`src/lumi_pkg.sv`:
```
// Shared widths, command enums, packet struct and decode functions for the link receiver
`default_nettype none

package lumi_pkg;

   // ##############################
   // Widths
   // ##############################
   localparam int LUMI_BEAT_W = 32;   // One link word per beat
   localparam int LUMI_CW     = 32;   // Command word
   localparam int LUMI_AW     = 32;   // Address word
   localparam int LUMI_DW     = 64;   // Two words of data
   localparam int LUMI_CRDT_W = 16;   // Credit counters

   // Credit subtypes carried in link command bits 15:8
   localparam logic [7:0] LUMI_SUB_REQ_A  = 8'h01;
   localparam logic [7:0] LUMI_SUB_REQ_B  = 8'h02;
   localparam logic [7:0] LUMI_SUB_RESP_A = 8'h11;
   localparam logic [7:0] LUMI_SUB_RESP_B = 8'h12;

   // Opcode in the low nibble of the command word
   typedef enum logic [3:0] {
      OP_READ_REQ   = 4'd1,
      OP_WRITE_REQ  = 4'd2,
      OP_POSTED_REQ = 4'd3,
      OP_READ_RESP  = 4'd4,
      OP_WRITE_RESP = 4'd5,
      OP_LINK       = 4'd6
   } lumi_opcode_e;

   typedef enum logic [1:0] {CLS_REQ, CLS_RESP, CLS_LINK, CLS_NONE} lumi_class_e;

   typedef enum logic {ARB_IDLE, ARB_BUSY} lumi_arb_state_e;

   // Word slot i of the packet sits at bits [32*i +: 32]
   typedef struct packed {
      logic [LUMI_DW-1:0] data;      // Slots 3 and 4
      logic [LUMI_AW-1:0] srcaddr;   // Slot 2
      logic [LUMI_AW-1:0] dstaddr;   // Slot 1
      logic [LUMI_CW-1:0] cmd;       // Slot 0, first beat
   } lumi_pkt_t;

   // Beats on the link for a given command word
   function automatic logic [2:0] lumi_pkt_beats(input logic [LUMI_CW-1:0] cmd);
      case (lumi_opcode_e'(cmd[3:0]))
         OP_READ_REQ, OP_WRITE_RESP:                return 3'd3;   // Header only
         OP_WRITE_REQ, OP_POSTED_REQ, OP_READ_RESP: return 3'd5;   // Header plus data
         default:                                   return 3'd1;   // Link or invalid
      endcase
   endfunction

   // Queue class for a given command word
   function automatic lumi_class_e lumi_pkt_class(input logic [LUMI_CW-1:0] cmd);
      case (lumi_opcode_e'(cmd[3:0]))
         OP_READ_REQ, OP_WRITE_REQ, OP_POSTED_REQ: return CLS_REQ;
         OP_READ_RESP, OP_WRITE_RESP:              return CLS_RESP;
         OP_LINK:                                  return CLS_LINK;
         default:                                  return CLS_NONE;   // Dropped at input
      endcase
   endfunction

endpackage

`default_nettype wire

```
`src/lumi_rx_sampler.sv`:
```
// Input stage of the receiver; samples phy beats and steers each one to its class queue
`timescale 1ns/10ps
`default_nettype none

module lumi_rx_sampler
   import lumi_pkg::*;
   (
      input  wire                   clk,
      input  wire                   nreset,
      input  wire [LUMI_BEAT_W-1:0] phy_rxdata,
      input  wire                   phy_rxvld,
      output logic [LUMI_BEAT_W-1:0] wr_data,   // Shared by all queues
      output logic                  req_wr,
      output logic                  resp_wr,
      output logic                  lnk_wr
   );

   logic        rx_vld;      // Registered strobe
   logic [2:0]  cnt;         // Beat within packet, 0 at start
   logic [2:0]  beats_q;     // Beat count of current packet
   lumi_class_e cls_q;       // Class of current packet
   logic        sop;
   lumi_class_e cls;
   logic [2:0]  beats;

   // ##############################
   // Sampling
   // ##############################
   always_ff @(posedge clk or negedge nreset)
      if (!nreset)
         rx_vld <= 1'b0;
      else
         rx_vld <= phy_rxvld;

   always_ff @(posedge clk)
      wr_data <= phy_rxdata;   // Payload only

   // ##############################
   // Packet tracking
   // ##############################
   assign sop   = rx_vld & (cnt == 3'd0);
   assign cls   = sop ? lumi_pkt_class(wr_data) : cls_q;   // Decode head beat directly
   assign beats = sop ? lumi_pkt_beats(wr_data) : beats_q;

   always_ff @(posedge clk or negedge nreset)
      if (!nreset)
      begin
         cnt     <= 3'd0;
         beats_q <= 3'd0;
         cls_q   <= CLS_NONE;
      end
      else if (rx_vld)
      begin
         if (sop)
         begin
            cls_q   <= cls;   // Held for the rest of the packet
            beats_q <= beats;
         end
         cnt <= (cnt + 3'd1 >= beats) ? 3'd0 : cnt + 3'd1;   // Wrap on last beat
      end

   // Queue strobes, CLS_NONE goes nowhere
   assign req_wr  = rx_vld & (cls == CLS_REQ);
   assign resp_wr = rx_vld & (cls == CLS_RESP);
   assign lnk_wr  = rx_vld & (cls == CLS_LINK);

   a_cnt_range: assert property (@(posedge clk) disable iff (!nreset)
      (cnt != 3'd0) |-> (cnt < beats_q));

endmodule

`default_nettype wire

```
`config.mk`:
```
export PLATFORM = sky130hd
export DESIGN_NAME = lumi_rx_sampler
export DESIGN_NICKNAME = d
export VERILOG_FILES = /design/src/lumi_pkg.sv /design/src/lumi_rx_sampler.sv
export SDC_FILE = /design/constraint.sdc
export NUM_CORES = 1
export LEC_CHECK = 0
export BUFFER_PORTS_ARGS = -buffer_cell sky130_fd_sc_hd__buf_2
export CAP_MARGIN = 30
export CORE_AREA = 5 5 63 71
export CTS_BUF_LIST = sky130_fd_sc_hd__clkbuf_8
export DETAILED_ROUTE_END_ITERATION = 16
export DIE_AREA = 0 0 68 76
export MAX_ROUTING_LAYER = met4
export PLACE_DENSITY = 0.71
export SLEW_MARGIN = 0
export SYNTH_ARGS = -nofsm -noshare
export SYNTH_HDL_FRONTEND = slang
export SYNTH_SLANG_ARGS = --single-unit
```
`constraint.sdc`:
```
create_clock -name clk -period 2.1 [get_ports clk]
set_input_delay 0.42 -clock clk [delete_from_list [all_inputs] [get_ports clk]]
set_output_delay 0.42 -clock clk [all_outputs]
set_load 0.01 [all_outputs]
```
Word level (Yosys, flattened, before mapping)
Cells that the tools add are included.
- logic and storage cells: 31
- output and inout port bits: 35
- RAM bits: 0
- latch bits: 0
- bits of input ports: 35
- memories: 0
- ROM bits: 0
- register bits: 41
- multipliers: 0
- eq/ne operators: 8
- divide/modulo/power cells: 0
- magnitude comparators: 1
- $add $sub $neg: 1
- bitwise gates (word level): 4
- shift-type cells: 0
- reduce and logical (&&, ||, !) cells: 7
- muxes and demuxes: 5
- operator list (cell ; number):
    $eq A4 B3 Y1 const B ; 3
    $eq A4 B2 Y1 const B ; 2
    $mux W3 ; 2
    $pmux W2 S3 ; 1
    $pmux W3 S2 ; 1
    $reduce_or A3 Y1 ; 2
    $and A1 B1 Y1 ; 4
    $eq A4 B1 Y1 const B ; 1
    $reduce_or A2 Y1 ; 2
    $add A3 B1 Y3 const B ; 1
    $ge A3 B3 Y1 ; 1
    $logic_not A3 Y1 ; 1
    $eq A2 B1 Y1 const B ; 1
    $eq A2 B2 Y1 const B ; 1
    $logic_not A2 Y1 ; 1
    $mux W2 ; 1
    $reduce_and A2 Y1 ; 1

Depth between registers and ports, before layout
- depth after elaboration: 6
- mapped depth: 10

Least setup slack after synthesis
No wires, ideal clock.
- path type: flip-flop to flip-flop
- from: reg cnt[0]
- to: reg cnt[1]
- path buffers: 1
- cell stages (with the launch flop): 11
- arrival: 1.842 ns
- data required time: 1.967 ns
- slack: 0.125 ns
- period minus slack after synthesis: 1.975 ns
- cells stage by stage: dfrtp_1 -> inv_1 -> ha_1 -> nand3b_4 -> clkbuf_1 -> nand2_1 -> o31a_1 -> ha_1 -> nand2_1 -> o211ai_1 -> o22ai_1
- longest elaborated chain between the ends: 5
- elaborated cells on any way between the ends: 6
- those cells by class: add/sub: 1; order compare: 1; mux: 2; bitwise: 1; reduce/logical: 1
- RTL lines (item ; RTL line ; source):
    start, declared ; lumi_rx_sampler.sv:19 ; logic [2:0] cnt;
    start signal, assigned ; lumi_rx_sampler.sv:59 ; cnt <= (cnt + 3'd1 >= beats) ? 3'd0 : cnt + 3'd1;
    parallel branches: the longest is 4 deep, another holds $add A3 B1 Y3 ; -- ;
    $mux W3 * ; lumi_rx_sampler.sv:59 ;
Every way passes the cells marked *.
A chain may end at the register's enable or synchronous reset.

Worst setup path after layout
- from: reg cnt[0]
- to: out req_wr
- longest elaborated chain between the ends: 5
- RTL lines (item ; RTL line ; source):
    $logic_not A3 Y1 ; lumi_rx_sampler.sv:41 ; assign sop = rx_vld & (cnt == 3'd0);
    $and A1 B1 Y1 ; lumi_rx_sampler.sv:41 ;
    $mux W2 ; lumi_rx_sampler.sv:42 ; assign cls = sop ? lumi_pkt_class(wr_data) : cls_q;
    $logic_not A2 Y1 ; lumi_rx_sampler.sv:63 ; assign req_wr = rx_vld & (cls == CLS_REQ);
    $and A1 B1 Y1 ; lumi_rx_sampler.sv:63 ;
    end, declared ; lumi_rx_sampler.sv:13 ; output logic req_wr,
Every way passes these cells.

==> impl_metrics.toml <==
[sta]
fin_hold_ws_ps = 228
finalSetupViolations = 3
relSlewSlack = 0.774
hold_violations = 0
finalMaxSlewViolations = 0
period_needed_ps = 2190
clock.fmax_ghz = 0.457
period_share = 1.04
worstMarginPinSlew_ps = 338
grt_setup_unrepaired = "true"
skew_ps = 8.25
worst_slack_ps = -86.4

[final_layout]
layout_common_cells = "buf_2, dfxtp_1, buf_4, nand2_1, dfrtp_1"
fillers = 369
drive_gt1_frac = 0.525
seqCellArea_um2 = 868
syn_to_final_growth_pct = 47.7
diodes = 0
design_area_um2 = 1810
fin_cells = 229
nNetsFinal = 216
multi_input_area_um2 = 358
final_common_cell = "buf_2"

[critical_path]
timing.critical_path.max_delay_family = "buffers and inverters"
crit_buf_inv = 4
r2r_setup_slack_ps = 130
critPathMaxFanout = 8
crit_required_ps = 1680
worst_path_most_repeated_cell = "buf_4"
cp_cell_sequence = "inv_2 > ha_4 > nand3b_4 > buf_4 > buf_4 > nor4_4 > o21a_1 > buf_2"
cp-end-kind = "primary output"
worst_setup_path_start_kind = "register"
critical-path-slowest-cell = "dfrtp_1"
crit_type = "reg -> out"
cp_slowest_stage_delay_ps = 400
critPathArrivalTime_ps = 1770

[yosys]
netlist_area_um2 = 1230
ys.flop_type = "dfxtp_1"
ys_warn_count = 0
synth.distinct_cells = 30
async_flop_share = 0.220
ys_seq_elements = 41
synth_edf_count = 0
synth-seq-area-share = 0.707
syn_area_per_cell_um2 = 13.2
synth_cells = 93
syn_nets = 133

[floorplanning]
core_area_um2 = 3750
initial_utilization = 0.327
dieArea_um2 = 5170
io_pins = 70
num_rows = 24
die_w_um = 68
die_h_um = 76

[power]
ir_worst_vdd_mv = 0.501
p_total_mw = 1.94
power_per_cell_area_nw_per_um2 = 1070
p_leak_nw = 0.896

[detailed_routing]
postRouteAntennaNets = 0
wl_um = 2950
route.vias.total = 973
drtIter0Drc = 60
drc = 0
first_pass_iters = 4
wl_per_cell_um = 12.9
viasPerCell = 4.25

[global_routing]
grt_max_degree = 14
overflow = 0
grt_pass1_vias = 987
antenna_found_initial = 0
grt_pass1_wl_um = 4490
track_usage = 0.121

[clock_network]
cts_buffers = 5
cts-root-buf = "clkbuf_8"
cts_tree = "done"
cts.clk_slew.worst_paths_ps = 80
clk_latency_ps = 290
clockBufferDepth = 2
clock-sinks = 41
cts_max_level = 2

[min_path]
hold_class = "in -> reg"

[run_status]
status = "complete, but fails checks"
violations = "negative setup slack"

[placement]
port_buffers = 69
dp_hpwl_um = 2230
dp_cells = 214
placed_area_um2 = 1650
dp_slack_ps = 103
gp_congestion = 0.716

[job]
drv_cap = 0
==> per-stage QoR <==
| stage | utilization | TNS, ps |
|---|---|---|
| after CTS | 0.473 | -96.3 |
| final | 0.483 | -222 |
| after global routing | 0.483 | -514 |
| after detailed placement | 0.439 | 0 |
| after global placement | 0.439 | 0 |
| after floorplan | - | 0 |
==> what timing repair did <==
action | in CTS | in global routing
resized for setup | 4 | 2
hold buffers | 1 | 0
pin swaps | 2 | 5
setup endpoints to repair | 3 | 3
setup buffers | 3 | 3
endpoints found under the hold margin | 7 | 0
==> layer usage <==
metal  share of wire  global-route usage  vias to the layer above
met5               0                   -                        -
met4           0.012              0.0378                        0
met3           0.071              0.0487                        4
met2            0.49               0.185                       46
met1            0.43               0.142                      440
li1                -                   -                      483
==> flip-flops by register name (all words and copies together) (netlist names) <==
name and count:
wr_data 32, rx_vld 1, beats_q 3, cnt 3
cls_q 2
==> cell usage after synthesis (all sizes together) (2+ instances only) <==
cell	number	area (um2)
a211oi	2	15.0
a21boi	2	15.0
clkbuf	2	7.51
dfrtp	7	175
dfstp	2	52.6
dfxtp	32	641
ha	5	62.6
inv	4	15.0
mux2i	2	20.0
nand2	8	30.0
nand3b	3	35.0
nor2	2	7.51
nor2b	2	12.5
o21a	2	15.0
o21ai	4	20.0
==> path summary, 6_finish.rpt <==
kind / cells past startpoint / to / start
setup / recovery: 8 / req_wr / cnt[0]
hold / removal: 1 / wr_data[2] / phy_rxdata[2]
setup reg to reg: 9 / cnt[1] / cnt[0]
hold reg to reg: 1 / beats_q[0] / beats_q[0]
max in group asynchronous: 2 / cls_q[0] / nreset
min in group asynchronous: 2 / beats_q[0] / nreset
==> logic make-up (layout without fill, tap and decap cells) <==
kind of cell / Yosys count / after routing / share of synthesized area
flops: 41 / 41 / 0.707
buf+inv: 7 / 91 / 0.0244
compound gates: 15 / 15 / 0.0845
simple gates: 22 / 22 / 0.110
fa+ha+maj: 5 / 5 / 0.0509
xor+xnor: 1 / 1 / 0.00713
mux: 2 / 2 / 0.0163
==> where the power goes <==
group	internal, mW	total (mW)	switching (mW)	leakage (nW)
Sequential	0.880	0.933	0.0529	0.378
Combinational	0.270	0.519	0.250	0.469
Clock	0.230	0.493	0.262	0.0482
Total	1.38	1.94	0.565	0.896
==> final cells by class <==
cell class,count,share of cell area
Timing Repair Buffer,79,0.233
Sequential cell,41,0.479
Multi-Input combinational cell,45,0.197
Tap cell,52,0.0359
Clock inverter,3,0.00897
Inverter,4,0.00828
Clock buffer,5,0.0379
(Power assumes the default switching activity.)
