<file path="src/lumi_pkg.sv">
// Shared widths, command enums, packet struct and decode functions for the link receiver
`default_nettype none

package lumi_pkg;

   // ##############################
   // Widths
   // ##############################
   localparam int LUMI_BEAT_W = 32;   // One link word per beat
   localparam int LUMI_CW     = 32;   // Command word
   localparam int LUMI_AW     = 32;   // Address word
   localparam int LUMI_DW     = 64;   // Two words of data
   localparam int LUMI_CRDT_W = 16;   // Credit counters

   // Credit subtypes carried in link command bits 15:8
   localparam logic [7:0] LUMI_SUB_REQ_A  = 8'h01;
   localparam logic [7:0] LUMI_SUB_REQ_B  = 8'h02;
   localparam logic [7:0] LUMI_SUB_RESP_A = 8'h11;
   localparam logic [7:0] LUMI_SUB_RESP_B = 8'h12;

   // Opcode in the low nibble of the command word
   typedef enum logic [3:0] {
      OP_READ_REQ   = 4'd1,
      OP_WRITE_REQ  = 4'd2,
      OP_POSTED_REQ = 4'd3,
      OP_READ_RESP  = 4'd4,
      OP_WRITE_RESP = 4'd5,
      OP_LINK       = 4'd6
   } lumi_opcode_e;

   typedef enum logic [1:0] {CLS_REQ, CLS_RESP, CLS_LINK, CLS_NONE} lumi_class_e;

   typedef enum logic {ARB_IDLE, ARB_BUSY} lumi_arb_state_e;

   // Word slot i of the packet sits at bits [32*i +: 32]
   typedef struct packed {
      logic [LUMI_DW-1:0] data;      // Slots 3 and 4
      logic [LUMI_AW-1:0] srcaddr;   // Slot 2
      logic [LUMI_AW-1:0] dstaddr;   // Slot 1
      logic [LUMI_CW-1:0] cmd;       // Slot 0, first beat
   } lumi_pkt_t;

   // Beats on the link for a given command word
   function automatic logic [2:0] lumi_pkt_beats(input logic [LUMI_CW-1:0] cmd);
      case (lumi_opcode_e'(cmd[3:0]))
         OP_READ_REQ, OP_WRITE_RESP:                return 3'd3;   // Header only
         OP_WRITE_REQ, OP_POSTED_REQ, OP_READ_RESP: return 3'd5;   // Header plus data
         default:                                   return 3'd1;   // Link or invalid
      endcase
   endfunction

   // Queue class for a given command word
   function automatic lumi_class_e lumi_pkt_class(input logic [LUMI_CW-1:0] cmd);
      case (lumi_opcode_e'(cmd[3:0]))
         OP_READ_REQ, OP_WRITE_REQ, OP_POSTED_REQ: return CLS_REQ;
         OP_READ_RESP, OP_WRITE_RESP:              return CLS_RESP;
         OP_LINK:                                  return CLS_LINK;
         default:                                  return CLS_NONE;   // Dropped at input
      endcase
   endfunction

endpackage

`default_nettype wire

</file>
<file path="src/lumi_rx_credit.sv">
// Local credit counters for drained queue beats and capture of remote credit updates
`timescale 1ns/10ps
`default_nettype none

module lumi_rx_credit
   import lumi_pkg::*;
   (
      input  wire                    clk,
      input  wire                    nreset,
      input  wire                    csr_en,
      input  wire [LUMI_CRDT_W-1:0]  csr_crdt_req_init,
      input  wire [LUMI_CRDT_W-1:0]  csr_crdt_resp_init,
      input  wire                    req_beat_rd,
      input  wire                    resp_beat_rd,
      input  wire                    lnk_upd,
      input  wire [LUMI_CW-1:0]      lnk_cmd,
      output logic [LUMI_CRDT_W-1:0] loc_crdt_req,
      output logic [LUMI_CRDT_W-1:0] loc_crdt_resp,
      output logic [LUMI_CRDT_W-1:0] rmt_crdt_req,
      output logic [LUMI_CRDT_W-1:0] rmt_crdt_resp
   );

   logic [7:0] subtype;
   logic       upd_req;
   logic       upd_resp;

   // ##############################
   // Local counters
   // ##############################
   always_ff @(posedge clk or negedge nreset)
      if (!nreset)
      begin
         loc_crdt_req  <= '0;
         loc_crdt_resp <= '0;
      end
      else if (!csr_en)
      begin
         loc_crdt_req  <= csr_crdt_req_init;   // Preload while disabled
         loc_crdt_resp <= csr_crdt_resp_init;
      end
      else
      begin
         if (req_beat_rd)
            loc_crdt_req <= loc_crdt_req + 1'b1;
         if (resp_beat_rd)
            loc_crdt_resp <= loc_crdt_resp + 1'b1;
      end

   // ##############################
   // Remote credits
   // ##############################
   assign subtype  = lnk_cmd[15:8];
   assign upd_req  = lnk_upd & ((subtype == LUMI_SUB_REQ_A) | (subtype == LUMI_SUB_REQ_B));
   assign upd_resp = lnk_upd & ((subtype == LUMI_SUB_RESP_A) | (subtype == LUMI_SUB_RESP_B));

   always_ff @(posedge clk or negedge nreset)
      if (!nreset)
      begin
         rmt_crdt_req  <= '0;
         rmt_crdt_resp <= '0;
      end
      else
      begin
         if (upd_req)
            rmt_crdt_req <= lnk_cmd[31:16];   // Credit value field
         if (upd_resp)
            rmt_crdt_resp <= lnk_cmd[31:16];
      end

endmodule

`default_nettype wire

</file>
<file path="config.mk">
export PLATFORM = sky130hd
export DESIGN_NAME = lumi_rx_credit
export DESIGN_NICKNAME = d
export VERILOG_FILES = /design/src/lumi_pkg.sv /design/src/lumi_rx_credit.sv
export SDC_FILE = /design/constraint.sdc
export NUM_CORES = 1
export LEC_CHECK = 0
export BUFFER_PORTS_ARGS = -buffer_cell sky130_fd_sc_hd__buf_2
export CAP_MARGIN = 5
export CORE_UTILIZATION = 45
export DETAILED_ROUTE_END_ITERATION = 7
export GPL_TIMING_DRIVEN = 0
export MAX_ROUTING_LAYER = met4
export PLACE_DENSITY = 0.84
export SETUP_SLACK_MARGIN = 0.05
export SYNTH_ARGS = -nofsm -noshare
export SYNTH_HDL_FRONTEND = slang
export SYNTH_SLANG_ARGS = --single-unit
</file>
<file path="constraint.sdc">
create_clock -name clk -period 3.4 [get_ports clk]
set_input_delay 0.17 -clock clk [delete_from_list [all_inputs] [get_ports clk]]
set_output_delay 0.17 -clock clk [all_outputs]
set_load 0.02 [all_outputs]
</file>
-- Yosys cells after proc, flatten, opt, wreduce, memory -nomap -nowiden
Cells that the tools add are included.
- $add $sub $neg: 2
- $mul: 0
- div/mod/pow operators: 0
- $lt $le $gt $ge: 0
- equal/unequal tests: 6
- shift-type cells: 0
- muxes and demuxes: 4
- bitwise gates (word level): 4
- reductions and logical operators: 0
- operators by type and width (cell ; number):
    $mux 16 ; 4
    $add 16x1->16 const B ; 2
    $eq 8x5->1 const B ; 2
    $eq 8x1->1 const B ; 1
    $eq 8x2->1 const B ; 1
    $ne 2x1->1 const B ; 2
    $and 1x1->1 ; 2
    $or 1x1->1 ; 2
- bits in registers: 64
- bits in latches: 0
- RAM bits: 0
- bits in read-only memories: 0
- input bits: 70
- output and inout bits: 64
- logic and storage cells: 20
- memories: 0

-- Longest topological paths before layout
- depth after elaboration: 3
- depth in mapped cells: 6
- depth with buffers taken out: 5

-- Worst setup path after synthesis
OpenSTA, ideal clock, no wires.
- kind: reg2reg
- from: reg loc_crdt_resp[6]
- to: reg loc_crdt_resp[15]
- arrival: 1.365 ns
- data required time: 3.258 ns
- slack: 1.893 ns
- cell stages (with the launch flop): 5
- path buffers: 0
- clock period less this slack: 1.507 ns
- cells stage by stage: dfrtp_1 > nand3_1 > nor4_2 > a31o_2 > a31oi_1
- cells in the longest elaborated chain, start to end: 3
- RTL lines (element ; RTL line ; source):
    start: declaration ; lumi_rx_credit.sv:18 ; output logic [LUMI_CRDT_W-1:0] loc_crdt_resp,
    start signal: assignment ; lumi_rx_credit.sv:39 ; loc_crdt_resp <= csr_crdt_resp_init;
    start signal: assignment ; lumi_rx_credit.sv:46 ; loc_crdt_resp <= loc_crdt_resp + 1'b1;
    $add 16x1->16 ; lumi_rx_credit.sv:46 ;
    $mux 16 ; lumi_rx_credit.sv:45 ; if (resp_beat_rd)
    $mux 16 ; lumi_rx_credit.sv:36 ; else if (!csr_en)
Every way passes these cells. The select of a mux whose other input is x is not followed.
A chain may end at the register's enable or synchronous reset.

-- Final worst setup path
- from: reg loc_crdt_resp[2]
- to: reg loc_crdt_resp[15]
The elaborated chain is that of the path after synthesis.

==> results.yml <==
final_layout:
  layout_commonest_cell: "buf_2"
  utilization: 0.622
  mostFrequentLayoutCells: "124 x buf_2, 64 x dfrtp_1, 36 x nor2_1"
  drive_above_1_share: 0.439
  nets: 477
  syn_to_final_growth_pct: 31.9
  n_fill_cell: 551
critical_path:
  endpoint_kind: "register"
  crit_buf_inv: 0
  required_ns: 3.59
  path_cells: "nand4_1 -> nor4_2 -> a31o_2 -> a31oi_1"
  cp_max_fo: 6
  critical_path_arrival_ns: 1.76
  r2r_start: "loc_crdt_resp[2]$_DFFE_PN0P_"
  worst_setup_path_start_kind: "register"
  crit_family: "simple AND/OR/NAND/NOR gates"
  crit_start: "loc_crdt_resp[2]$_DFFE_PN0P_"
  crit_type: "register to register"
  slowest_delay_ns: 0.47
  cp_slowest_cell: "dfrtp_1"
timing:
  setup_tns_ns: 0
  fmax_mhz: 635
  period_minus_slack_ns: 1.58
  clock_skew_ns: 0.00592
  setup_viol: 0
  final_hold_viol_count: 0
  fin_crit_sh: 0.463
  slew_violations: 0
  worst_slew_pin_slew_ns: 0.704
  setup_ws_ns: 1.82
  rsz0062_at_grt: "no"
  relSlewSlack: 0.531
clocking:
  clockBufferDepth: 2
  root_buffer: "clkbuf_8"
  cts_buffers: 9
  cts_sinks: 64
  cts_max_level: 3
  insertion_delay_ns: 0.33
  cts_setup_buffers: 0
  clk_pin_slew_ns: 0.07
  cts_tree: "yes"
routing:
  wl_per_cell_um: 13.7
  via_per_inst: 5.12
  drtIter0Drc: 113
  drc_errors: 0
  antenna_left: 0
  wirelength_mm: 6.71
  drt-pass1-iter-count: 4
  vias: 2505
global_routing:
  overflow: 0
  grt_use_total: 0.204
  grt_max_degree: 36
  antenna_found_initial: 1
  grt_pass1_vias: 2442
  grt_pass1_wl_mm: 11.2
pwr:
  vdd_drop_max_mv: 0.339
  switching_share: 0.301
  total_power_mw: 2.04
  powerDensity_nw_per_um2: 513
  pwr-share-comb: 0.202
  p_clk_frac: 0.352
  internal_power_mw: 1.42
  leakagePower_nw: 1.98
  seq_power_share: 0.447
  power.switching_uw: 613
die:
  die_w_um: 83.8
  core_area_um2: 6390
  die-area_um2: 7020
  rows: 29
  die_y_um: 83.8
  start_util: 0.471
  ios: 134
logic_synthesis:
  avgSynthCellArea_um2: 11.1
  synth_ff_type: "dfrtp_1"
  ys_seq_area_frac: 0.532
  synth_area_um2: 3010
  synth-seq-cells: 64
  async_flop_share: 1.00
  synth_edf_count: 0
  synth_warnings: 0
  synth_cell_type_count: 29
  syn_nets: 342
  postSynthCellCount: 270
min_path:
  min-delay-path-class: "input pin to register"
  worstHoldStart: "lnk_cmd[24]"
place:
  io_buffers: 122
  dp_slack_ns: 1.59
  dp_hpwl_mm: 5.05
  place_congestion: 0.818
run:
  drv_cap: 0
outcome:
  outcome: "complete, no violations"
[synth_stat cells, types with 2 or more instances]
library cell / n / area share
dfrtp_1: 64 / 0.53
nor2_1: 36 / 0.045
a21oi_1: 31 / 0.052
mux2_2: 22 / 0.082
xnor2_1: 22 / 0.064
mux2_4: 10 / 0.050
nand2_1: 10 / 0.012
nand4_1: 10 / 0.021
nand3_1: 9 / 0.015
nor3_1: 8 / 0.013
nor4_1: 8 / 0.017
inv_1: 7 / 0.0087
xor2_1: 7 / 0.020
clkbuf_1: 5 / 0.0062
buf_1: 2 / 0.0025
buf_2: 2 / 0.0033
ha_1: 2 / 0.0083
mux2i_1: 2 / 0.0067
nand4b_1: 2 / 0.0058
nor4_2: 2 / 0.0083
[worst register-to-register path, cell delays in order, from the launching register on]
cell and delay (ns):
dfrtp_1 0.47, nand4_1 0.29, nor4_2 0.39, a31o_2 0.21, a31oi_1 0.07
[what timing repair did]
action | in CTS | in global routing
endpoints found under the hold margin | 29 | 0
resized for setup | 0 | 0
setup endpoints to repair | 0 | 0
hold buffers | 1 | 0
[registers in the layout, indices dropped and copies added, names as in the netlist]
register and cells:
loc_crdt_req 16, rmt_crdt_resp 16, rmt_crdt_req 16, loc_crdt_resp 16
[kinds of logic (layout without fill, tap and decap cells)]
family,count (synthesis),count (layout),synth area share
XOR/XNOR,29,29,0.0844
other,0,2,0
adder cells (fa/ha/maj),2,2,0.00831
AND/OR/NAND/NOR,89,89,0.146
multiplexers,34,34,0.139
buffers and inverters,19,159,0.0337
flip-flops,64,64,0.532
AO/OA/AOI/OAI,33,33,0.0566
[final cells by class]
type                            count  area, µm²  share of cell area
Timing Repair Buffer              124        641               0.161
Antenna cell                        2       5.00             0.00126
Sequential cell                    64       1600               0.403
Buffer                             12       75.1              0.0189
Clock inverter                      7       95.1              0.0240
Clock buffer                        9        124              0.0312
Tap cell                           77       96.3              0.0243
Inverter                            7       26.3             0.00662
Multi-Input combinational cell    187       1310               0.329
[power groups by stage]
stage,clock [mW],sequential [mW],combinational (mW)
floorplan,0,1.01,0.156
global placement,0,0.917,0.401
CTS,0.738,0.907,0.416
detailed placement,0,0.921,0.414
global route,0.771,0.920,0.450
finish,0.716,0.909,0.411
[layer usage]
metal | GRT usage | part of all wire | vias to the layer above
met1 | 0.245 | 0.43 | 1197
met4 | 0.0663 | 0.0082 | 0
met3 | 0.0574 | 0.062 | 7
met5 | - | 0 | -
li1 | - | - | 1216
met2 | 0.333 | 0.49 | 85
[per-stage QoR]
step                area, µm²  cells  hold WS, ns
CTS                      3970    487       0.0631
detailed placement       3740    470        0.253
global placement         3720    469        0.412
finish                   3970    489       0.0794
floorplan                3010    270       -0.126
global route             3970    488       0.0620
[worst paths after layout]
kind | to | slack [ns] | depth (start not counted)
setup / recovery | loc_crdt_resp[15]$_DFFE_PN0P_ | 1.82 | 4
hold / removal | rmt_crdt_resp[8]$_DFFE_PN0P_ | 0.08 | 2
setup reg to reg | loc_crdt_resp[15]$_DFFE_PN0P_ | 1.82 | 4
hold reg to reg | rmt_crdt_resp[3]$_DFFE_PN0P_ | 0.50 | 1
max in group asynchronous | rmt_crdt_resp[3]$_DFFE_PN0P_ | 2.34 | 3
min in group asynchronous | loc_crdt_resp[6]$_DFFE_PN0P_ | 0.43 | 2
No activity file was read; power rests on OpenSTA's default activity.
