File: src/lumi_pkg.sv
// Shared widths, command enums, packet struct and decode functions for the link receiver
`default_nettype none

package lumi_pkg;

   // ##############################
   // Widths
   // ##############################
   localparam int LUMI_BEAT_W = 32;   // One link word per beat
   localparam int LUMI_CW     = 32;   // Command word
   localparam int LUMI_AW     = 32;   // Address word
   localparam int LUMI_DW     = 64;   // Two words of data
   localparam int LUMI_CRDT_W = 16;   // Credit counters

   // Credit subtypes carried in link command bits 15:8
   localparam logic [7:0] LUMI_SUB_REQ_A  = 8'h01;
   localparam logic [7:0] LUMI_SUB_REQ_B  = 8'h02;
   localparam logic [7:0] LUMI_SUB_RESP_A = 8'h11;
   localparam logic [7:0] LUMI_SUB_RESP_B = 8'h12;

   // Opcode in the low nibble of the command word
   typedef enum logic [3:0] {
      OP_READ_REQ   = 4'd1,
      OP_WRITE_REQ  = 4'd2,
      OP_POSTED_REQ = 4'd3,
      OP_READ_RESP  = 4'd4,
      OP_WRITE_RESP = 4'd5,
      OP_LINK       = 4'd6
   } lumi_opcode_e;

   typedef enum logic [1:0] {CLS_REQ, CLS_RESP, CLS_LINK, CLS_NONE} lumi_class_e;

   typedef enum logic {ARB_IDLE, ARB_BUSY} lumi_arb_state_e;

   // Word slot i of the packet sits at bits [32*i +: 32]
   typedef struct packed {
      logic [LUMI_DW-1:0] data;      // Slots 3 and 4
      logic [LUMI_AW-1:0] srcaddr;   // Slot 2
      logic [LUMI_AW-1:0] dstaddr;   // Slot 1
      logic [LUMI_CW-1:0] cmd;       // Slot 0, first beat
   } lumi_pkt_t;

   // Beats on the link for a given command word
   function automatic logic [2:0] lumi_pkt_beats(input logic [LUMI_CW-1:0] cmd);
      case (lumi_opcode_e'(cmd[3:0]))
         OP_READ_REQ, OP_WRITE_RESP:                return 3'd3;   // Header only
         OP_WRITE_REQ, OP_POSTED_REQ, OP_READ_RESP: return 3'd5;   // Header plus data
         default:                                   return 3'd1;   // Link or invalid
      endcase
   endfunction

   // Queue class for a given command word
   function automatic lumi_class_e lumi_pkt_class(input logic [LUMI_CW-1:0] cmd);
      case (lumi_opcode_e'(cmd[3:0]))
         OP_READ_REQ, OP_WRITE_REQ, OP_POSTED_REQ: return CLS_REQ;
         OP_READ_RESP, OP_WRITE_RESP:              return CLS_RESP;
         OP_LINK:                                  return CLS_LINK;
         default:                                  return CLS_NONE;   // Dropped at input
      endcase
   endfunction

endpackage

`default_nettype wire

File: src/lumi_rx_assembler.sv
// Rebuilds packets from beats and hands them to the request, response or credit path
`timescale 1ns/10ps
`default_nettype none

module lumi_rx_assembler
   import lumi_pkg::*;
   (
      input  wire                   clk,
      input  wire                   nreset,
      input  wire                   beat_rd,
      input  wire [LUMI_BEAT_W-1:0] beat_data,
      input  wire [2:0]             beat_idx,
      input  wire                   beat_last,
      input  wire                   umi_req_out_ready,
      input  wire                   umi_resp_out_ready,
      output logic                  hold,
      output lumi_pkt_t             umi_req_out,
      output logic                  umi_req_out_valid,
      output lumi_pkt_t             umi_resp_out,
      output logic                  umi_resp_out_valid,
      output logic                  lnk_upd,     // Credit update strobe
      output logic [LUMI_CW-1:0]    lnk_cmd
   );

   localparam int PKT_W = $bits(lumi_pkt_t);

   logic [PKT_W-1:0] shift_q;     // Word-slotted packet
   logic [PKT_W-1:0] shift_nxt;
   logic             done;
   lumi_class_e      done_cls;

   // ##############################
   // Reassembly
   // ##############################
   always_comb
   begin
      shift_nxt = (beat_idx == 3'd0) ? '0 : shift_q;   // Fresh packet clears all slots
      shift_nxt[beat_idx*LUMI_BEAT_W +: LUMI_BEAT_W] = beat_data;
   end

   always_ff @(posedge clk)
      if (beat_rd)
         shift_q <= shift_nxt;

   assign done     = beat_rd & beat_last;
   assign done_cls = lumi_pkt_class(shift_nxt[LUMI_CW-1:0]);

   // Stall the arbiter while either port waits
   assign hold = (umi_req_out_valid & ~umi_req_out_ready) |
                 (umi_resp_out_valid & ~umi_resp_out_ready);

   // ##############################
   // Output split
   // ##############################
   always_ff @(posedge clk or negedge nreset)
      if (!nreset)
      begin
         umi_req_out_valid  <= 1'b0;
         umi_resp_out_valid <= 1'b0;
         lnk_upd            <= 1'b0;
      end
      else
      begin
         if (umi_req_out_valid & umi_req_out_ready)
            umi_req_out_valid <= 1'b0;
         if (done && (done_cls == CLS_REQ))
            umi_req_out_valid <= 1'b1;   // New packet wins over accept
         if (umi_resp_out_valid & umi_resp_out_ready)
            umi_resp_out_valid <= 1'b0;
         if (done && (done_cls == CLS_RESP))
            umi_resp_out_valid <= 1'b1;
         lnk_upd <= done & (done_cls == CLS_LINK);   // Never forwarded
      end

   always_ff @(posedge clk)
   begin
      if (done && (done_cls == CLS_REQ))
         umi_req_out <= lumi_pkt_t'(shift_nxt);
      if (done && (done_cls == CLS_RESP))
         umi_resp_out <= lumi_pkt_t'(shift_nxt);
      if (done && (done_cls == CLS_LINK))
         lnk_cmd <= shift_nxt[LUMI_CW-1:0];
   end

   // Relies on the arbiter honoring hold
   a_req_stable: assert property (@(posedge clk) disable iff (!nreset)
      umi_req_out_valid && !umi_req_out_ready |=>
         umi_req_out_valid && $stable(umi_req_out));
   a_resp_stable: assert property (@(posedge clk) disable iff (!nreset)
      umi_resp_out_valid && !umi_resp_out_ready |=>
         umi_resp_out_valid && $stable(umi_resp_out));

endmodule

`default_nettype wire

File: config.mk
export PLATFORM = sky130hd
export DESIGN_NAME = lumi_rx_assembler
export DESIGN_NICKNAME = d
export VERILOG_FILES = /design/src/lumi_pkg.sv /design/src/lumi_rx_assembler.sv
export SDC_FILE = /design/constraint.sdc
export NUM_CORES = 1
export LEC_CHECK = 0
export CORE_ASPECT_RATIO = 0.8
export CORE_MARGIN = 2
export CORE_UTILIZATION = 35
export DETAILED_ROUTE_END_ITERATION = 6
export DONT_BUFFER_PORTS = 1
export PLACE_DENSITY = 0.59
export SLEW_MARGIN = 20
export SYNTH_ARGS = -nofsm -noshare
export SYNTH_HDL_FRONTEND = slang
export SYNTH_SLANG_ARGS = --single-unit
export TNS_END_PERCENT = 100
File: constraint.sdc
create_clock -name clk -period 20.7 [get_ports clk]
set_clock_uncertainty 0.2 [all_clocks]
set_input_delay 6.21 -clock clk [delete_from_list [all_inputs] [get_ports clk]]
set_output_delay 6.21 -clock clk [all_outputs]
set_load 0.05 [all_outputs]
After elaboration in Yosys (flattened, before gate mapping)
Cells that the tools add are included.
{ "totals": {"ff_bits": 515, "latch_bits": 0, "mem_bits_rw": 0, "rom_bits": 0, "inputBits": 41, "word_cells": 49, "n_memories": 0} }
{ "op_classes": {"n_addsub": 1, "n_mul": 0, "div_mod_pow": 0, "magnitude_cmp": 0, "n_eq_ne": 8, "n_shift": 2, "mux": 7, "n_bitwise": 9, "n_reduce_logical": 9} }
{ "ops": {"columns": ["cell", "n"], "rows": [
  ["160-bit bitwise mux", 1],
  ["160-bit two-way mux", 1],
  ["32-bit by 34-bit variable shift with 160-bit output, first input constant", 1],
  ["32-bit by 34-bit indexed part select with 160-bit output", 1],
  ["8-bit negation with 34-bit output", 1],
  ["4-bit by 3-bit equality test with 1-bit output, second input constant", 3],
  ["4-bit by 2-bit equality test with 1-bit output, second input constant", 2],
  ["1-bit bitwise AND", 6],
  ["2-bit case mux with 3 select lines", 1],
  ["4-bit by 1-bit equality test with 1-bit output, second input constant", 1],
  ["1-bit two-way mux", 4],
  ["2-bit nonzero test", 2],
  ["1-bit logical AND", 3],
  ["3-bit logical NOT", 1],
  ["3-bit OR reduction", 1],
  ["2-bit by 1-bit equality test with 1-bit output, second input constant", 1],
  ["2-bit equality test, second input constant", 1],
  ["2-bit logical NOT", 1],
  ["1-bit inverter", 2],
  ["2-bit OR reduction", 1],
  ["1-bit bitwise OR", 1]
]} }

Longest topological paths before layout
{ "logic_depth": {"word_depth": 9, "mapped_depth": 10, "mapped_depth_nobuf": 7} }

Worst setup path before layout
No wires, ideal clock.
{ "synth_path": {"path_kind": "in2reg", "startpoint": "input port beat_idx[0]", "endpoint": "register umi_req_out[0] in the netlist's numbering (enable)", "setup_ps": 875, "t_arrival_ps": 18437, "required_time_ps": 19625, "setup_slack_ps": 1187, "stages": 10, "path_buffers": 4, "cell_sequence": "buf_4 > inv_1 > ha_1 > ha_1 > buf_6 > inv_1 > buf_2 > clkbuf_1 > a32oi_1 > nor3_1"} }
{ "synth_via": {"elab_chain_cells": 8, "word_cells_on_any_way": 17} }
{ "synth_lines": {"columns": ["item", "line", "rtl"], "rows": [
  ["start: declaration", "lumi_rx_assembler.sv:12", "input wire [2:0] beat_idx,"],
  ["8-bit negation with 34-bit output / 3-bit logical NOT (equally long branches)", "lumi_rx_assembler.sv:38, lumi_rx_assembler.sv:37", null],
  ["32-bit by 34-bit indexed part select with 160-bit output, or another cell as far along", "lumi_rx_assembler.sv:38", "shift_nxt[beat_idx*LUMI_BEAT_W +: LUMI_BEAT_W] = beat_data;"],
  ["160-bit bitwise mux *", "lumi_rx_assembler.sv:38", null],
  ["4-bit by 1-bit equality test with 1-bit output, or another cell as far along", "lumi_pkg.sv:54", "case (lumi_opcode_e'(cmd[3:0]))"],
  ["3-bit OR reduction / 2-bit OR reduction (equally long branches)", "lumi_pkg.sv:54", null],
  ["2-bit case mux with 3 select lines *", "lumi_pkg.sv:54", null],
  ["2-bit logical NOT *", "lumi_rx_assembler.sv:77", "if (done && (done_cls == CLS_REQ))"],
  ["1-bit logical AND *", "lumi_rx_assembler.sv:77", null],
  ["end signal: assignment", "lumi_rx_assembler.sv:78", "umi_req_out <= lumi_pkt_t'(shift_nxt);"],
  ["end: declaration", "lumi_rx_assembler.sv:17", "output lumi_pkt_t umi_req_out,"]
]} }
Mark *: on every way between the ends. The rest lies on a longest branch, timed or not.
A chain may end at the register's enable or synchronous reset.

Worst setup path after layout
{ "layout_path": {"startpoint": "input port umi_resp_out_ready", "endpoint": "output port hold"} }
{ "layout_via": {"elab_chain_cells": 3} }
{ "layout_lines": {"columns": ["item", "line", "rtl"], "rows": [
  ["start: declaration", "lumi_rx_assembler.sv:15", "input wire umi_resp_out_ready,"],
  ["1-bit inverter", "lumi_rx_assembler.sv:50", "(umi_resp_out_valid & ~umi_resp_out_ready);"],
  ["1-bit bitwise AND", "lumi_rx_assembler.sv:50", null],
  ["1-bit bitwise OR", "lumi_rx_assembler.sv:49", "assign hold = (umi_req_out_valid & ~umi_req_out_ready) |"],
  ["end: declaration", "lumi_rx_assembler.sv:16", "output logic hold,"]
]} }
No other way between the ends.

==> results.md <==
* Max Slew Vio Count at 0
* Synth top area cells: edfxtp_1 84%, nand2_1 2.5%, mux2_4 2.5%
* Slowest Stage Delay on Critical Path at 0.39 ns
* Antenna violations before repair at 0
* Register bit total from synthesis at approximately 520
* Post-synth top area share at 0.840
* Worst Tran Pin Value at 0.988 ns
* Max cap viols at 0
* Area of the core at slightly above 50000 sq um
* Max-slew headroom at 0.341
* Ys async rst share at 0.00583
* Port Buffers at 0
* Largest fanout on the critical path at 2
* Top FF cell, synth: edfxtp_1
* Die Width at 260 um
* Grt total ovfl at 0
* Post-route setup TNS at 0 ns
* CTS H-Tree Depth at 2
* Min Tclk post-route at 13.16 ns
* Final Cycle Share at 0.636
* Rows at 74
* Root Driver: clkbuf_16
* Hold buffers post-CTS at 0
* Final hold viol count at 0
* Nets at 1007
* Largest net degree at the start of global routing at roughly 160
* Arrival time worst endpoint at 6.75 ns
* CP Launch Point: umi_resp_out_ready
* Placed wire-length estimate at 23800 um
* Fmax at 76.0 MHz
* Critical path class: primary input to output pin
* Mapped Cells at 940
* CP required at 14.29 ns
* Die Y at 209 um
* Initial cell density of the core at 0.356
* Share of layout cells above drive strength 1 at 0.162
* Clock Path Buffers at 3
* Final Setup Violations at 0
* Crit path max-delay cell type: nand2_1
* Synth area leader: edfxtp_1
* TritonCTS clock tree: built
* Clk Latency, worst-skew pair at 0.57 ns
* Outcome: complete, no violations
* Leak pwr at 6.77 nW
* Netlist cell types at 43
* CP bufs+invs at 0
* Via count at 8260
* Post-synth EDFFs at a little over 500
* Post-Route WL at between 40000 and 50000 um
* TritonCTS buffer count at 49
* Cell family with most CP delay: simple AND/OR/NAND/NOR gates
* TritonRoute pass-1 iters at 5
* HP Start: shift_q[16]
* Place WS at 7.54 ns
* Clock tree sinks at roughly 520
* Pwr per Cell Area at 109 nW/um^2
* Reg clk slew, reported paths at 0.06 ns
* Most frequent cells in the layout: 512 x edfxtp_1, 123 x nand2_1, 63 x nor2b_1
* Vias in the first global route at 8270
* Gr usage total at 0.144
* Worst Setup End Kind: output pin
* Detailed Route Iter0 Violations at around 790
* Register area share after synthesis at 0.844
* Area growth syn-to-layout at 12.7%
* Critical R2R Launch: shift_q[2]
* CTS resizes at 0
* Post-Synthesis Cell Area at about 18000 sq um
* Critical-path cell list: nand2b_1 > nand2_1
* Commonest non-fill, non-tap cell in the layout: edfxtp_1
* # diodes at 0
* # Post-CTS Setup Buffers at 0
* Setup WS post-layout at 7.54 ns
* IO Pins at 397
* First-pass GRT wire length at 58200 um
* Die ar. at 54200 sq um
* VDD IR max at 0.0000591 V
* DRC at 0
* Hold WC Path Type: flop to flop
* Wire per inst at roughly 24 um
* Setup repair after global routing missed its margin: no
* Post-synthesis average cell area at 19.5 sq um
* Routed vias/inst at 4.89
* Gpl congestion at 0.757
* Worst setup SP type: primary input
* Warnings, synthesis at 0
* Antenna viol nets, final at 0
* Synthesized Nets at 984
cell usage after synthesis, types with 2 or more instances:
master and number:
buf_6 6, dfrtp_1 3, o21ai_0 62, mux2_2 31, inv_1 4, nor3_1 2, nand2b_1 3, clkbuf_1 22
nand2_1 123, edfxtp_1 512, nor2_1 4, mux2_1 2, buf_2 9, nor2b_1 63, a32o_1 2, buf_4 2
o31ai_1 2, or2_2 2, mux2i_1 3, mux2_4 30, ha_1 3, buf_1 2, a22o_1 28
cell families after synthesis:
| kind of cell | count (synthesis) | synth area share |
|---|---|---|
| flops | 515 | 0.844 |
| simple gates | 210 | 0.0584 |
| compound gates | 100 | 0.0363 |
| mux | 66 | 0.0465 |
| buf+inv | 46 | 0.0129 |
| fa+ha+maj | 3 | 0.00205 |
sequential cells by signal, indices dropped and copies added (netlist names):
signal,count
lnk_upd,1
umi_req_out,160
umi_resp_out_valid,1
umi_req_out_valid,1
umi_resp_out,160
shift_q,160
lnk_cmd,32
per-layer routing:
metal  vias to the layer above  share of wire  track usage
li1                       3631              -            -
met1                      4234           0.44        0.196
met2                       335           0.45        0.218
met3                        60          0.085       0.0509
met4                         0          0.022       0.0448
met5                         -              0            0
worst paths after layout:
| check | end | slack [ns] | depth (start not counted) |
|---|---|---|---|
| setup / recovery | hold | 7.54 | 2 |
| hold / removal | umi_resp_out[16] | 0.44 | 1 |
| setup reg to reg | umi_req_out[144] | 17.29 | 5 |
| hold reg to reg | umi_resp_out[16] | 0.44 | 1 |
| max in group asynchronous | lnk_upd | 15.09 | 0 |
| min in group asynchronous | umi_resp_out_valid | 5.14 | 0 |
cell type report:
class / instances / area, sq um
clock buffers: 62 / 1320
clock inverters: 30 / 228
fillers: 4576 / 30800
inverters: 5 / 21.3
multi-input cells: 379 / 2660
flip-flops and latches: 515 / 15400
well taps: 684 / 856
repair buffers: 13 / 97.6
where the power goes:
group          total (mW)  internal (mW)  switching [mW]  leakage [nW]
Sequential           1.28           1.22          0.0597          4.85
Clock               0.862          0.489           0.373         0.758
Combinational       0.101         0.0361          0.0650          1.17
per-stage QoR:
step / power [mW] / instances / util / cell area [sq um] / hold slack (ns)
6_report: 2.24 / 1688 / 0.401 / 20600 / 0.440
5_1_grt: 2.31 / 1688 / 0.401 / 20600 / 0.469
4_1_cts: 2.26 / 1688 / 0.401 / 20600 / 0.439
3_5_place_dp: 1.40 / 1596 / 0.371 / 19100 / 0.421
3_3_place_gp: 1.39 / 1596 / 0.371 / 19100 / 0.409
2_1_floorplan: 1.37 / 940 / - / 18300 / 0.380
Power figures use the tool's default switching activity.
