## config.mk

```make
export PLATFORM = sky130hd
export DESIGN_NAME = lumi_rx_fifo
export DESIGN_NICKNAME = d
export VERILOG_FILES = /design/src/lumi_pkg.sv /design/src/lumi_rx_fifo.sv
export SDC_FILE = /design/constraint.sdc
export NUM_CORES = 1
export LEC_CHECK = 0
export ABC_AREA = 1
export BUFFER_PORTS_ARGS = -buffer_cell sky130_fd_sc_hd__buf_2
export CAP_MARGIN = 20
export CORE_ASPECT_RATIO = 0.5
export CORE_MARGIN = 5
export CORE_UTILIZATION = 57
export CTS_CLUSTER_SIZE = 8
export DETAILED_ROUTE_END_ITERATION = 7
export GPL_TIMING_DRIVEN = 0
export PLACE_DENSITY = 0.76
export SLEW_MARGIN = 20
export SYNTH_ARGS = -nofsm -noshare
export SYNTH_HDL_FRONTEND = slang
export SYNTH_SLANG_ARGS = --single-unit
```

## constraint.sdc

```tcl
create_clock -name clk -period 2.68 [get_ports clk]
set_input_delay 0.134 -clock clk [delete_from_list [all_inputs] [get_ports clk]]
set_output_delay 0.134 -clock clk [all_outputs]
set_load 0.01 [all_outputs]
```

## src/lumi_pkg.sv

```systemverilog
// Shared widths, command enums, packet struct and decode functions for the link receiver
`default_nettype none

package lumi_pkg;

   // ##############################
   // Widths
   // ##############################
   localparam int LUMI_BEAT_W = 32;   // One link word per beat
   localparam int LUMI_CW     = 32;   // Command word
   localparam int LUMI_AW     = 32;   // Address word
   localparam int LUMI_DW     = 64;   // Two words of data
   localparam int LUMI_CRDT_W = 16;   // Credit counters

   // Credit subtypes carried in link command bits 15:8
   localparam logic [7:0] LUMI_SUB_REQ_A  = 8'h01;
   localparam logic [7:0] LUMI_SUB_REQ_B  = 8'h02;
   localparam logic [7:0] LUMI_SUB_RESP_A = 8'h11;
   localparam logic [7:0] LUMI_SUB_RESP_B = 8'h12;

   // Opcode in the low nibble of the command word
   typedef enum logic [3:0] {
      OP_READ_REQ   = 4'd1,
      OP_WRITE_REQ  = 4'd2,
      OP_POSTED_REQ = 4'd3,
      OP_READ_RESP  = 4'd4,
      OP_WRITE_RESP = 4'd5,
      OP_LINK       = 4'd6
   } lumi_opcode_e;

   typedef enum logic [1:0] {CLS_REQ, CLS_RESP, CLS_LINK, CLS_NONE} lumi_class_e;

   typedef enum logic {ARB_IDLE, ARB_BUSY} lumi_arb_state_e;

   // Word slot i of the packet sits at bits [32*i +: 32]
   typedef struct packed {
      logic [LUMI_DW-1:0] data;      // Slots 3 and 4
      logic [LUMI_AW-1:0] srcaddr;   // Slot 2
      logic [LUMI_AW-1:0] dstaddr;   // Slot 1
      logic [LUMI_CW-1:0] cmd;       // Slot 0, first beat
   } lumi_pkt_t;

   // Beats on the link for a given command word
   function automatic logic [2:0] lumi_pkt_beats(input logic [LUMI_CW-1:0] cmd);
      case (lumi_opcode_e'(cmd[3:0]))
         OP_READ_REQ, OP_WRITE_RESP:                return 3'd3;   // Header only
         OP_WRITE_REQ, OP_POSTED_REQ, OP_READ_RESP: return 3'd5;   // Header plus data
         default:                                   return 3'd1;   // Link or invalid
      endcase
   endfunction

   // Queue class for a given command word
   function automatic lumi_class_e lumi_pkt_class(input logic [LUMI_CW-1:0] cmd);
      case (lumi_opcode_e'(cmd[3:0]))
         OP_READ_REQ, OP_WRITE_REQ, OP_POSTED_REQ: return CLS_REQ;
         OP_READ_RESP, OP_WRITE_RESP:              return CLS_RESP;
         OP_LINK:                                  return CLS_LINK;
         default:                                  return CLS_NONE;   // Dropped at input
      endcase
   endfunction

endpackage

`default_nettype wire

```

## src/lumi_rx_fifo.sv

```systemverilog
// Show-ahead beat queue; one instance each for request, response and link traffic
`timescale 1ns/10ps
`default_nettype none

module lumi_rx_fifo
   import lumi_pkg::*;
   #(parameter int DEPTH = 4)
   (
      input  wire                    clk,
      input  wire                    nreset,
      input  wire                    wr_en,
      input  wire [LUMI_BEAT_W-1:0]  wr_din,
      input  wire                    rd_en,
      output logic [LUMI_BEAT_W-1:0] rd_dout,
      output logic                   empty,
      output logic                   full
   );

   localparam int PW = (DEPTH > 1) ? $clog2(DEPTH) : 1;

   logic [LUMI_BEAT_W-1:0] mem [DEPTH];
   logic [PW-1:0]          wr_ptr;
   logic [PW-1:0]          rd_ptr;
   logic [PW:0]            count;   // Fill level
   logic                   wr_ok;
   logic                   rd_ok;

   assign wr_ok = wr_en & ~full;
   assign rd_ok = rd_en & ~empty;
   assign empty = (count == '0);
   assign full  = (int'(count) == DEPTH);

   always_ff @(posedge clk or negedge nreset)
      if (!nreset)
      begin
         wr_ptr <= '0;
         rd_ptr <= '0;
         count  <= '0;
      end
      else
      begin
         if (wr_ok)
            wr_ptr <= (int'(wr_ptr) == DEPTH - 1) ? '0 : wr_ptr + 1'b1;   // Circular
         if (rd_ok)
            rd_ptr <= (int'(rd_ptr) == DEPTH - 1) ? '0 : rd_ptr + 1'b1;
         case ({wr_ok, rd_ok})
            2'b10:   count <= count + 1'b1;
            2'b01:   count <= count - 1'b1;
            default: count <= count;   // Both or neither
         endcase
      end

   always_ff @(posedge clk)
      if (wr_ok)
         mem[wr_ptr] <= wr_din;

   // Head word visible without a read cycle
   assign rd_dout = mem[rd_ptr];

   // Sender must honor credits, reader must honor empty
   a_no_overflow: assert property (@(posedge clk) disable iff (!nreset) wr_en |-> !full);
   a_no_underflow: assert property (@(posedge clk) disable iff (!nreset) rd_en |-> !empty);

endmodule

`default_nettype wire

```

# Word-level counts from Yosys, hierarchy flattened
# Memories as Yosys holds them, arrays and structs flattened.
# Index checks and enable logic that the tools add are counted.
# word_totals
mem_count,1
in_bits,36
elab_cells,24
mem_bits_rw,128
register_bits,7
# op_classes
n_reduce_logical,2
n_mux,5
bitwise_logic,4
eq_ne,5
addsub,4
# mem_list
name,words,width,rd,rd_clocked_by_memory_dff,wr,line_no,text
mem,4,32,1,0,1,lumi_rx_fifo.sv:21,logic [LUMI_BEAT_W-1:0] mem [DEPTH];
# op_table
operator,count
equality test 2 x 1 -> 1 bit (second input constant),3
case mux 3 bit (2 select lines),1
adder 2 x 1 -> 2 bit (second input constant),2
2-to-1 mux 2 bit,2
adder 3 x 1 -> 3 bit (second input constant),1
equality test 3 bit (second input constant),1
zero test 3 bit,1
subtractor 3 x 1 -> 3 bit (second input constant),1
bitwise AND 1 bit,2
equality test 2 bit (second input constant),1
2-to-1 mux 1 bit,2
NOT 1 bit,2
nonzero test 2 bit,1

# Logic depth before layout (Yosys ltp)
# Gate-level depths: netlist of the first run.
# logic_depth
word_depth,5
depth_mapped,12
ltp_nobuf,12

# Least setup slack after synthesis of the first run
# No wires, ideal clock.
# synth_path
kind,register to register
startpoint,reg count[0]
endpoint,"mem mem[0][0], enable pin"
t_required_ns,2.259
path_stages_with_launch,5
slack_ns,0.210
t_arrival_ns,2.049
synth_period_minus_slack_ns,2.470
cell_sequence,dfrtp_1 -> inv_2 -> nand3_1 -> nand2_1 -> nor2_1
# synth_between
elab_chain_cells,5
# synth_lines
item,line_no,text
"start, declared",lumi_rx_fifo.sv:24,logic [PW:0] count;
"start signal, assigned",lumi_rx_fifo.sv:47,2'b10: count <= count + 1'b1;
"start signal, assigned",lumi_rx_fifo.sv:48,2'b01: count <= count - 1'b1;
"start signal, assigned",lumi_rx_fifo.sv:49,default: count <= count;
equality test 3 bit,lumi_rx_fifo.sv:31,assign full = (int'(count) == DEPTH);
NOT 1 bit,lumi_rx_fifo.sv:28,assign wr_ok = wr_en & ~full;
bitwise AND 1 bit,lumi_rx_fifo.sv:28,
2-to-1 mux 1 bit,lumi_rx_fifo.sv:54,if (wr_ok)
2-to-1 mux 1 bit (implied by the code),lumi_rx_fifo.sv:55,mem[wr_ptr] <= wr_din;
"end, declared",lumi_rx_fifo.sv:21,
# Every way passes these cells.

# Worst setup path after layout of the first run
# layout_path
startpoint,reg count[0]
endpoint,reg count[2]
# layout_between
elab_chain_cells,5
word_cells_on_any_way,12
classes_between,add/sub (2); eq/ne (3); mux (1); bitwise (4); reduce/logical (2)
# layout_lines
item,line_no,text
equality test 3 bit or zero test 3 bit (tied branches),"lumi_rx_fifo.sv:31, lumi_rx_fifo.sv:30",
"NOT 1 bit, on equally long branches","lumi_rx_fifo.sv:28, lumi_rx_fifo.sv:29",
"bitwise AND 1 bit, on equally long branches","lumi_rx_fifo.sv:28, lumi_rx_fifo.sv:29",
equality test 2 x 1 -> 1 bit or equality test 2 bit (tied branches),lumi_rx_fifo.sv:46,"case ({wr_ok, rd_ok})"
case mux 3 bit (2 select lines) or nonzero test 2 bit (tied branches),--,
# Parallel ways exist; a longest one is shown, timed or not.
# A chain may end at the register's enable or synchronous reset.

==> results of run 1 <==
==> cells by family after synthesis <==
kind of cell,count (synthesis),synth area share [%]
buffers and inverters,101,7.379
and+or+nand+nor,125,8.745
AOI/OAI and AO/OA,65,8.836
xor gates and xnor gates,1,0.1594
adders and majority gates,7,1.731
DFF,135,73.15
==> layout make-up <==
type / instances / area (µm²) / share of cell area, %
sequential: 135 / 4019 / 56.34
multi-input combinational: 198 / 1100 / 15.42
timing repair buffer: 108 / 805.8 / 11.30
clock buffer: 17 / 425.4 / 5.964
inverter: 80 / 300.3 / 4.210
clock inverter: 15 / 209.0 / 2.929
tap: 135 / 168.9 / 2.368
buffer: 21 / 105.1 / 1.473
==> per-stage QoR <==
stage                     total power, mW  hold slack [ns]  setup slack [ns]
final                               8.128           0.1464            0.4858
after CTS                           8.137          0.08828            0.5160
after floorplan                     4.500          -0.1616            0.2102
after global routing                8.573           0.1389            0.3570
after global placement              5.388         -0.02119           -0.9390
after detailed placement            5.592         -0.01822            0.5157
==> state kept, by name, summed over array words and instances (netlist names) <==
signal,count
count,3
wr_ptr,2
mem,128
rd_ptr,2
==> per-layer routing <==
layer,track usage (%),wire [µm],up-vias
met2,39.02,6325,127
met3,6.410,791,16
met5,0,0,-
met1,28.81,5204,1799
met4,8.402,143,0
li1,-,-,1749
==> cells in the final DEF (no fill, tap or decap), drive strengths merged <==
cell type | Yosys | layout
o21ai | 1 | 1
nand3 | 7 | 7
xnor2 | 1 | 1
clkinvlp | 0 | 3
ha | 6 | 6
fa | 1 | 1
o211ai | 64 | 64
dlygate4sd3 | 0 | 35
nor2 | 6 | 6
buf | 20 | 93
clkbuf | 1 | 18
edfxtp | 128 | 128
dfrtp | 7 | 7
nand2 | 111 | 111
nand4 | 1 | 1
bufinv | 0 | 5
clkinv | 0 | 7
inv | 80 | 80
==> critical path: stages (launching register included) <==
cell,delay [ns]
dfrtp_1,0.39
inv_2,0.09
nand3_1,0.17
nand2_1,0.41
ha_1,0.26
inv_1,0.07
fa_1,0.39
nand2_1,0.11
nand3_1,0.08
nand2_1,0.07
nand2_1,0.05
==> path summary, 6_finish.rpt <==
kind                       slack [ns]          to       start  depth (start not counted)
min in group clk                 0.47  mem[2][23]  wr_din[23]                          2
min                              0.15   wr_ptr[1]      nreset                          2
max                              0.49    count[2]    count[0]                         10
min reg2reg                      0.50    count[0]    count[0]                          1
max reg2reg                      0.49    count[2]    count[0]                         10
max in group asynchronous        2.36    count[0]      nreset                          2
==> report_power, final <==
part / leakage (nW) / total [mW] / switching (mW) / internal, mW
Clock: 0.303 / 2.51 / 0.873 / 1.64
Combinational: 1.40 / 2.70 / 1.74 / 0.963
Sequential: 1.26 / 2.91 / 0.135 / 2.78
==> flow_summary.yaml, run 1 <==
global_route:
  first_global_vias: 3907
  overflow: 0
  grt_use_total_pct: 23.02
  grt_pass1_wl_um: 20120
  grt_max_degree: 20
  antenna_found_initial: 0
clocking:
  cts_tree: "done"
  numCtsBuffers: 17
  clk_latency_ns: 0.41
  cts_resized: 0
  ctsRootBufferMaster: "clkbuf_16"
  clkSinkCount: 135
  ctsLongestPathBuffers: 2
  path_clk_slew_ns: 0.06
  post_cts_buffers: 0
  h-tree-depth: 4
  postCtsHoldBufs: 35
drt:
  num_vias: 3691
  dr.pass1.iters: 5
  ant_nets: 0
  post_drt_via_cell_ratio: 5.206
  drt-initial-drc-count: 311
  wl_per_cell_um: 17.58
  postRouteWirelength_um: 12460
  drc: 0
worst_hold_path:
  hold_path_class: "input pin to async pin"
power_and_ir_drop:
  power_density_mw_per_mm2: 1139
  peakVddDrop_mv: 0.6023
  leakagePower_nw: 2.961
worst_setup_path:
  critPathLaunchType: "flip-flop"
  required_ns: 2.98
  crit_fanout: 7
  path_class: "flip-flop to flip-flop"
  crit_path_end_kind: "flip-flop"
  cp_data_arrival_time_ns: 2.50
finish:
  final_util_pct: 75.76
  fillers: 561
  finish.net_count: 604
  drive_above_1_share_pct: 22.47
  stdcell_count: 709
  n_antenna_cell: 0
  final_cell_area_mm2: 0.007133
  area_growth_pct: 29.83
timing:
  tightest_slew_ns: 0.6334
  fmax_mhz: 455.8
  timing.setup.tns_ns: 0
  finalCriticalPeriod_ns: 2.194
  skew_ns: 0.004756
  rsz0062_at_grt: "no"
  maxSlewViolCount: 0
  period_share_pct: 81.87
  hold_viol: 0
  relSlewSlack_pct: 57.67
  finalSetupViolCount: 0
yosys:
  syn_area_mm2: 0.005494
  synth-edff-count: 128
  synthTopCellsByCount: "edfxtp_1, nand2_1, inv_1"
  yosysUniqueCellTypes: 17
  yosys.area.top_type_share_pct: 69.96
  synth_nets: 477
  synth_area_per_cell_um2: 12.66
  synth-main-ff-cell: "edfxtp_1"
  async_flop_share_pct: 5.185
  synthTopCellsByArea: "edfxtp_1, o211ai_1, nand2_1, inv_1, dfrtp_1"
  synth_top_cell_by_area: "edfxtp_1"
  synthCells: 434
  yosysMostFrequentCell: "edfxtp_1"
  synth-seq-cells: 135
  synth_warnings: 0
  ys_seq_area_share_pct: 73.15
die:
  fp.dieArea_mm2: 0.01182
  dieWidth_um: 148.8
  core_mm2: 0.009415
  start_util_pct: 58.35
  ios: 70
  rows: 25
  die_y_um: 79.42
flow_run:
  cap_violations: 0
place:
  dp_hpwl_um: 7438
  dp.cells: 642
  place_congestion: 0.7623
  dpl-instance-area_mm2: 0.006148
  io_buffers: 69
run_status:
  status: "completed"
(Power assumes the default switching activity.)
==> run 2, diff against run 1 <==
Settings changed: ABC_AREA 1 to 0, CORE_UTILIZATION 57 to 51, PLACE_DENSITY 0.76 to 0.72.
Clock period 2.68 ns to 1.8 ns, I/O delays scaled along.
==> flow_summary.yaml, run 2 <==
clocking:
  cts_tree: "done"
  ctsLongestPathBuffers: 2
  numCtsBuffers: 17
  path_clk_slew_ns: 0.05
  clk_latency_ns: 0.41
  ctsRootBufferMaster: "clkbuf_16"
  clkSinkCount: 135
  h-tree-depth: 4
yosys:
  synthMuxAreaShare_pct: 15.46
  yosysMostFrequentCell: "edfxtp_1"
  synth_xor_area_share_pct: 0.5136
  synth-seq-cells: 135
  yosys.area_share.simple_pct: 1.345
  synthTopCellsByCount: "edfxtp_1, mux4_2, dfrtp_1, inv_1, ha_1"
  async_flop_share_pct: 5.185
  syn_area_mm2: 0.005116
  synth_warnings: 0
  synthTopCellsByArea: "edfxtp_1, mux4_2, dfrtp_1, mux4_1, ha_1"
  synth_compound_area_share_pct: 0
  yosys.area.top_type_share_pct: 75.13
  synth_nets: 251
  synthCells: 208
  synth-edff-count: 128
  ys_seq_area_share_pct: 78.55
  synth_top_family_by_area: "multiplexers"
  yosys.area_share.adder_pct: 1.859
  synth-main-ff-cell: "edfxtp_1"
  synth_area_per_cell_um2: 24.60
  synth_top_cell_by_area: "edfxtp_1"
  yosysUniqueCellTypes: 21
worst_hold_path:
  hold_path_class: "input pin to async pin"
drt:
  wl_per_cell_um: 19.70
  ant_nets: 0
  post_drt_via_cell_ratio: 5.100
  drc: 0
  postRouteWirelength_um: 9692
  num_vias: 2509
  drt-initial-drc-count: 134
  dr.pass1.iters: 4
timing:
  relSlewSlack_pct: 65.78
  finalCriticalPeriod_ns: 1.945
  finalWorstSetupSlack_ns: -0.1449
  rsz0062_at_grt: "yes"
  period_share_pct: 108.1
  fmax_mhz: 514.2
  maxSlewViolCount: 0
  skew_ns: 0.004930
  hold_viol: 0
  tightest_slew_ns: 0.5133
  finalSetupViolCount: 33
finish:
  drive_above_1_share_pct: 48.18
  largest_register_ffs: 128
  final_common_cell: "edfxtp_1"
  area_growth_pct: 36.73
  register_area_mm2: 0.004023
  final_cell_mix: "edfxtp_1, buf_2, dlygate4sd3_1"
  multi_input_area_mm2: 0.001028
  n_antenna_cell: 0
  top_register: "mem"
  reg.largest.list: "mem (128), count (3)"
  final_util_pct: 72.85
  finish.net_count: 388
  stdcell_count: 492
  fillers: 570
worst_setup_path:
  worstReg2RegEnd: "count[2]"
  timing.rr.start: "count[1]"
  critPathLaunchType: "flip-flop"
  crit_fanout: 8
  ff2ff_setup_slack_ns: -0.06
  reg2reg_depth: 9
  cpPeakStageDelay_ns: 0.52
  crit_slowest_cell: "mux4_2"
  crit_path_end_kind: "output port"
  path_common_cell: "buf_12"
  path_class: "flip-flop to output port"
  path_cells: "buf_12 -> buf_12 -> buf_12 -> mux4_2 -> buf_6"
  required_ns: 1.71
  cp_data_arrival_time_ns: 1.85
place:
  dp_hpwl_um: 5429
  dp.cells: 412
  io_buffers: 69
  place_congestion: 0.6764
power_and_ir_drop:
  power_density_mw_per_mm2: 1742
  peakVddDrop_mv: 1.142
  leakagePower_nw: 2.537
global_route:
  grt_pass1_wl_um: 14910
  overflow: 0
  antenna_found_initial: 0
  grt_max_degree: 33
  first_global_vias: 2823
  grt_use_total_pct: 17.23
die:
  ios: 70
  die_y_um: 80.83
  fp.dieArea_mm2: 0.01226
  start_util_pct: 53.28
  dieWidth_um: 151.6
  core_mm2: 0.009603
  rows: 25
flow_run:
  cap_violations: 0
run_status:
  failed_checks: "negative setup slack"
  status: "complete, but fails checks"
[run 2: kinds of logic (layout without fill, tap and decap cells)]
logic type | Yosys count | after routing
simple gates | 11 | 11
fa+ha+maj | 7 | 7
flops | 135 | 135
mux | 37 | 37
xor+xnor | 3 | 3
buf+inv | 15 | 164
[run 2: worst max-delay path by stage]
stage,slack (ns),from,cells past startpoint,end
5_1_grt,-0.22,rd_ptr[0],5,rd_dout[3]
3_3_place_gp,-0.17,count[2],3,mem[1][5]
6_report,-0.14,rd_ptr[0],5,rd_dout[12]
4_1_cts,-0.16,rd_ptr[0],5,rd_dout[12]
2_1_floorplan,-0.04,count[0],9,count[2]
3_5_place_dp,-0.25,count[2],3,mem[3][4]
[run 2: per-stage QoR]
| stage | setup WS [ns] | hold slack, ns | area (µm²) | setup TNS (ns) | power [mW] |
|---|---|---|---|---|---|
| final | -0.1449 | 0.05393 | 6995 | -1.758 | 12.19 |
| after global routing | -0.2204 | 0.07081 | 6995 | -4.097 | 12.74 |
| after detailed placement | -0.2516 | -0.06346 | 5652 | -31.18 | 7.564 |
| after CTS | -0.1595 | 0.03819 | 6933 | -3.410 | 12.13 |
| after global placement | -0.1692 | -0.07242 | 5652 | -20.76 | 7.424 |
| after floorplan | -0.03936 | -0.2056 | 5137 | -0.03936 | 6.504 |
[run 2: power by group]
group	leakage [nW]	total, mW	switching (mW)	internal, mW
registers	1.25	4.43	0.252	4.18
logic	1.00	4.19	1.78	2.41
clock network	0.284	3.56	1.26	2.30
[run 2: area by class of cell]
| class | count | area share [%] |
|---|---|---|
| flip-flops and latches | 135 | 57.50 |
| repair buffers | 119 | 14.81 |
| multi-input cells | 58 | 14.70 |
| clock buffers | 18 | 6.135 |
| clock inverters | 13 | 2.593 |
| well taps | 135 | 2.415 |
| plain buffers | 7 | 1.467 |
| inverters | 7 | 0.3756 |
[run 2: metal layers]
layer  track usage, %  vias up  routed length, µm
met5                0        -                  0
met3            4.849       14                486
met2            29.65       69               5131
li1                 -     1145                  -
met1            20.39     1281               3899
met4            8.333        0                174
[run 2: worst max-delay path: cells and delay by family, from the launching register on]
kind / cells / cell delay, ns
DFF: 1 / 0.39
buffers and inverters: 4 / 0.53
muxes: 1 / 0.52
[run 2: timing repair]
item / CTS / global route
gates resized for setup: 33 / 21
cloned: 3 / 0
setup endpoints to repair: 159 / 34
pin swaps: 2 / 4
hold buffers: 33 / 0
buffers inserted: 13 / 4
endpoints found under the hold margin: 135 / 0
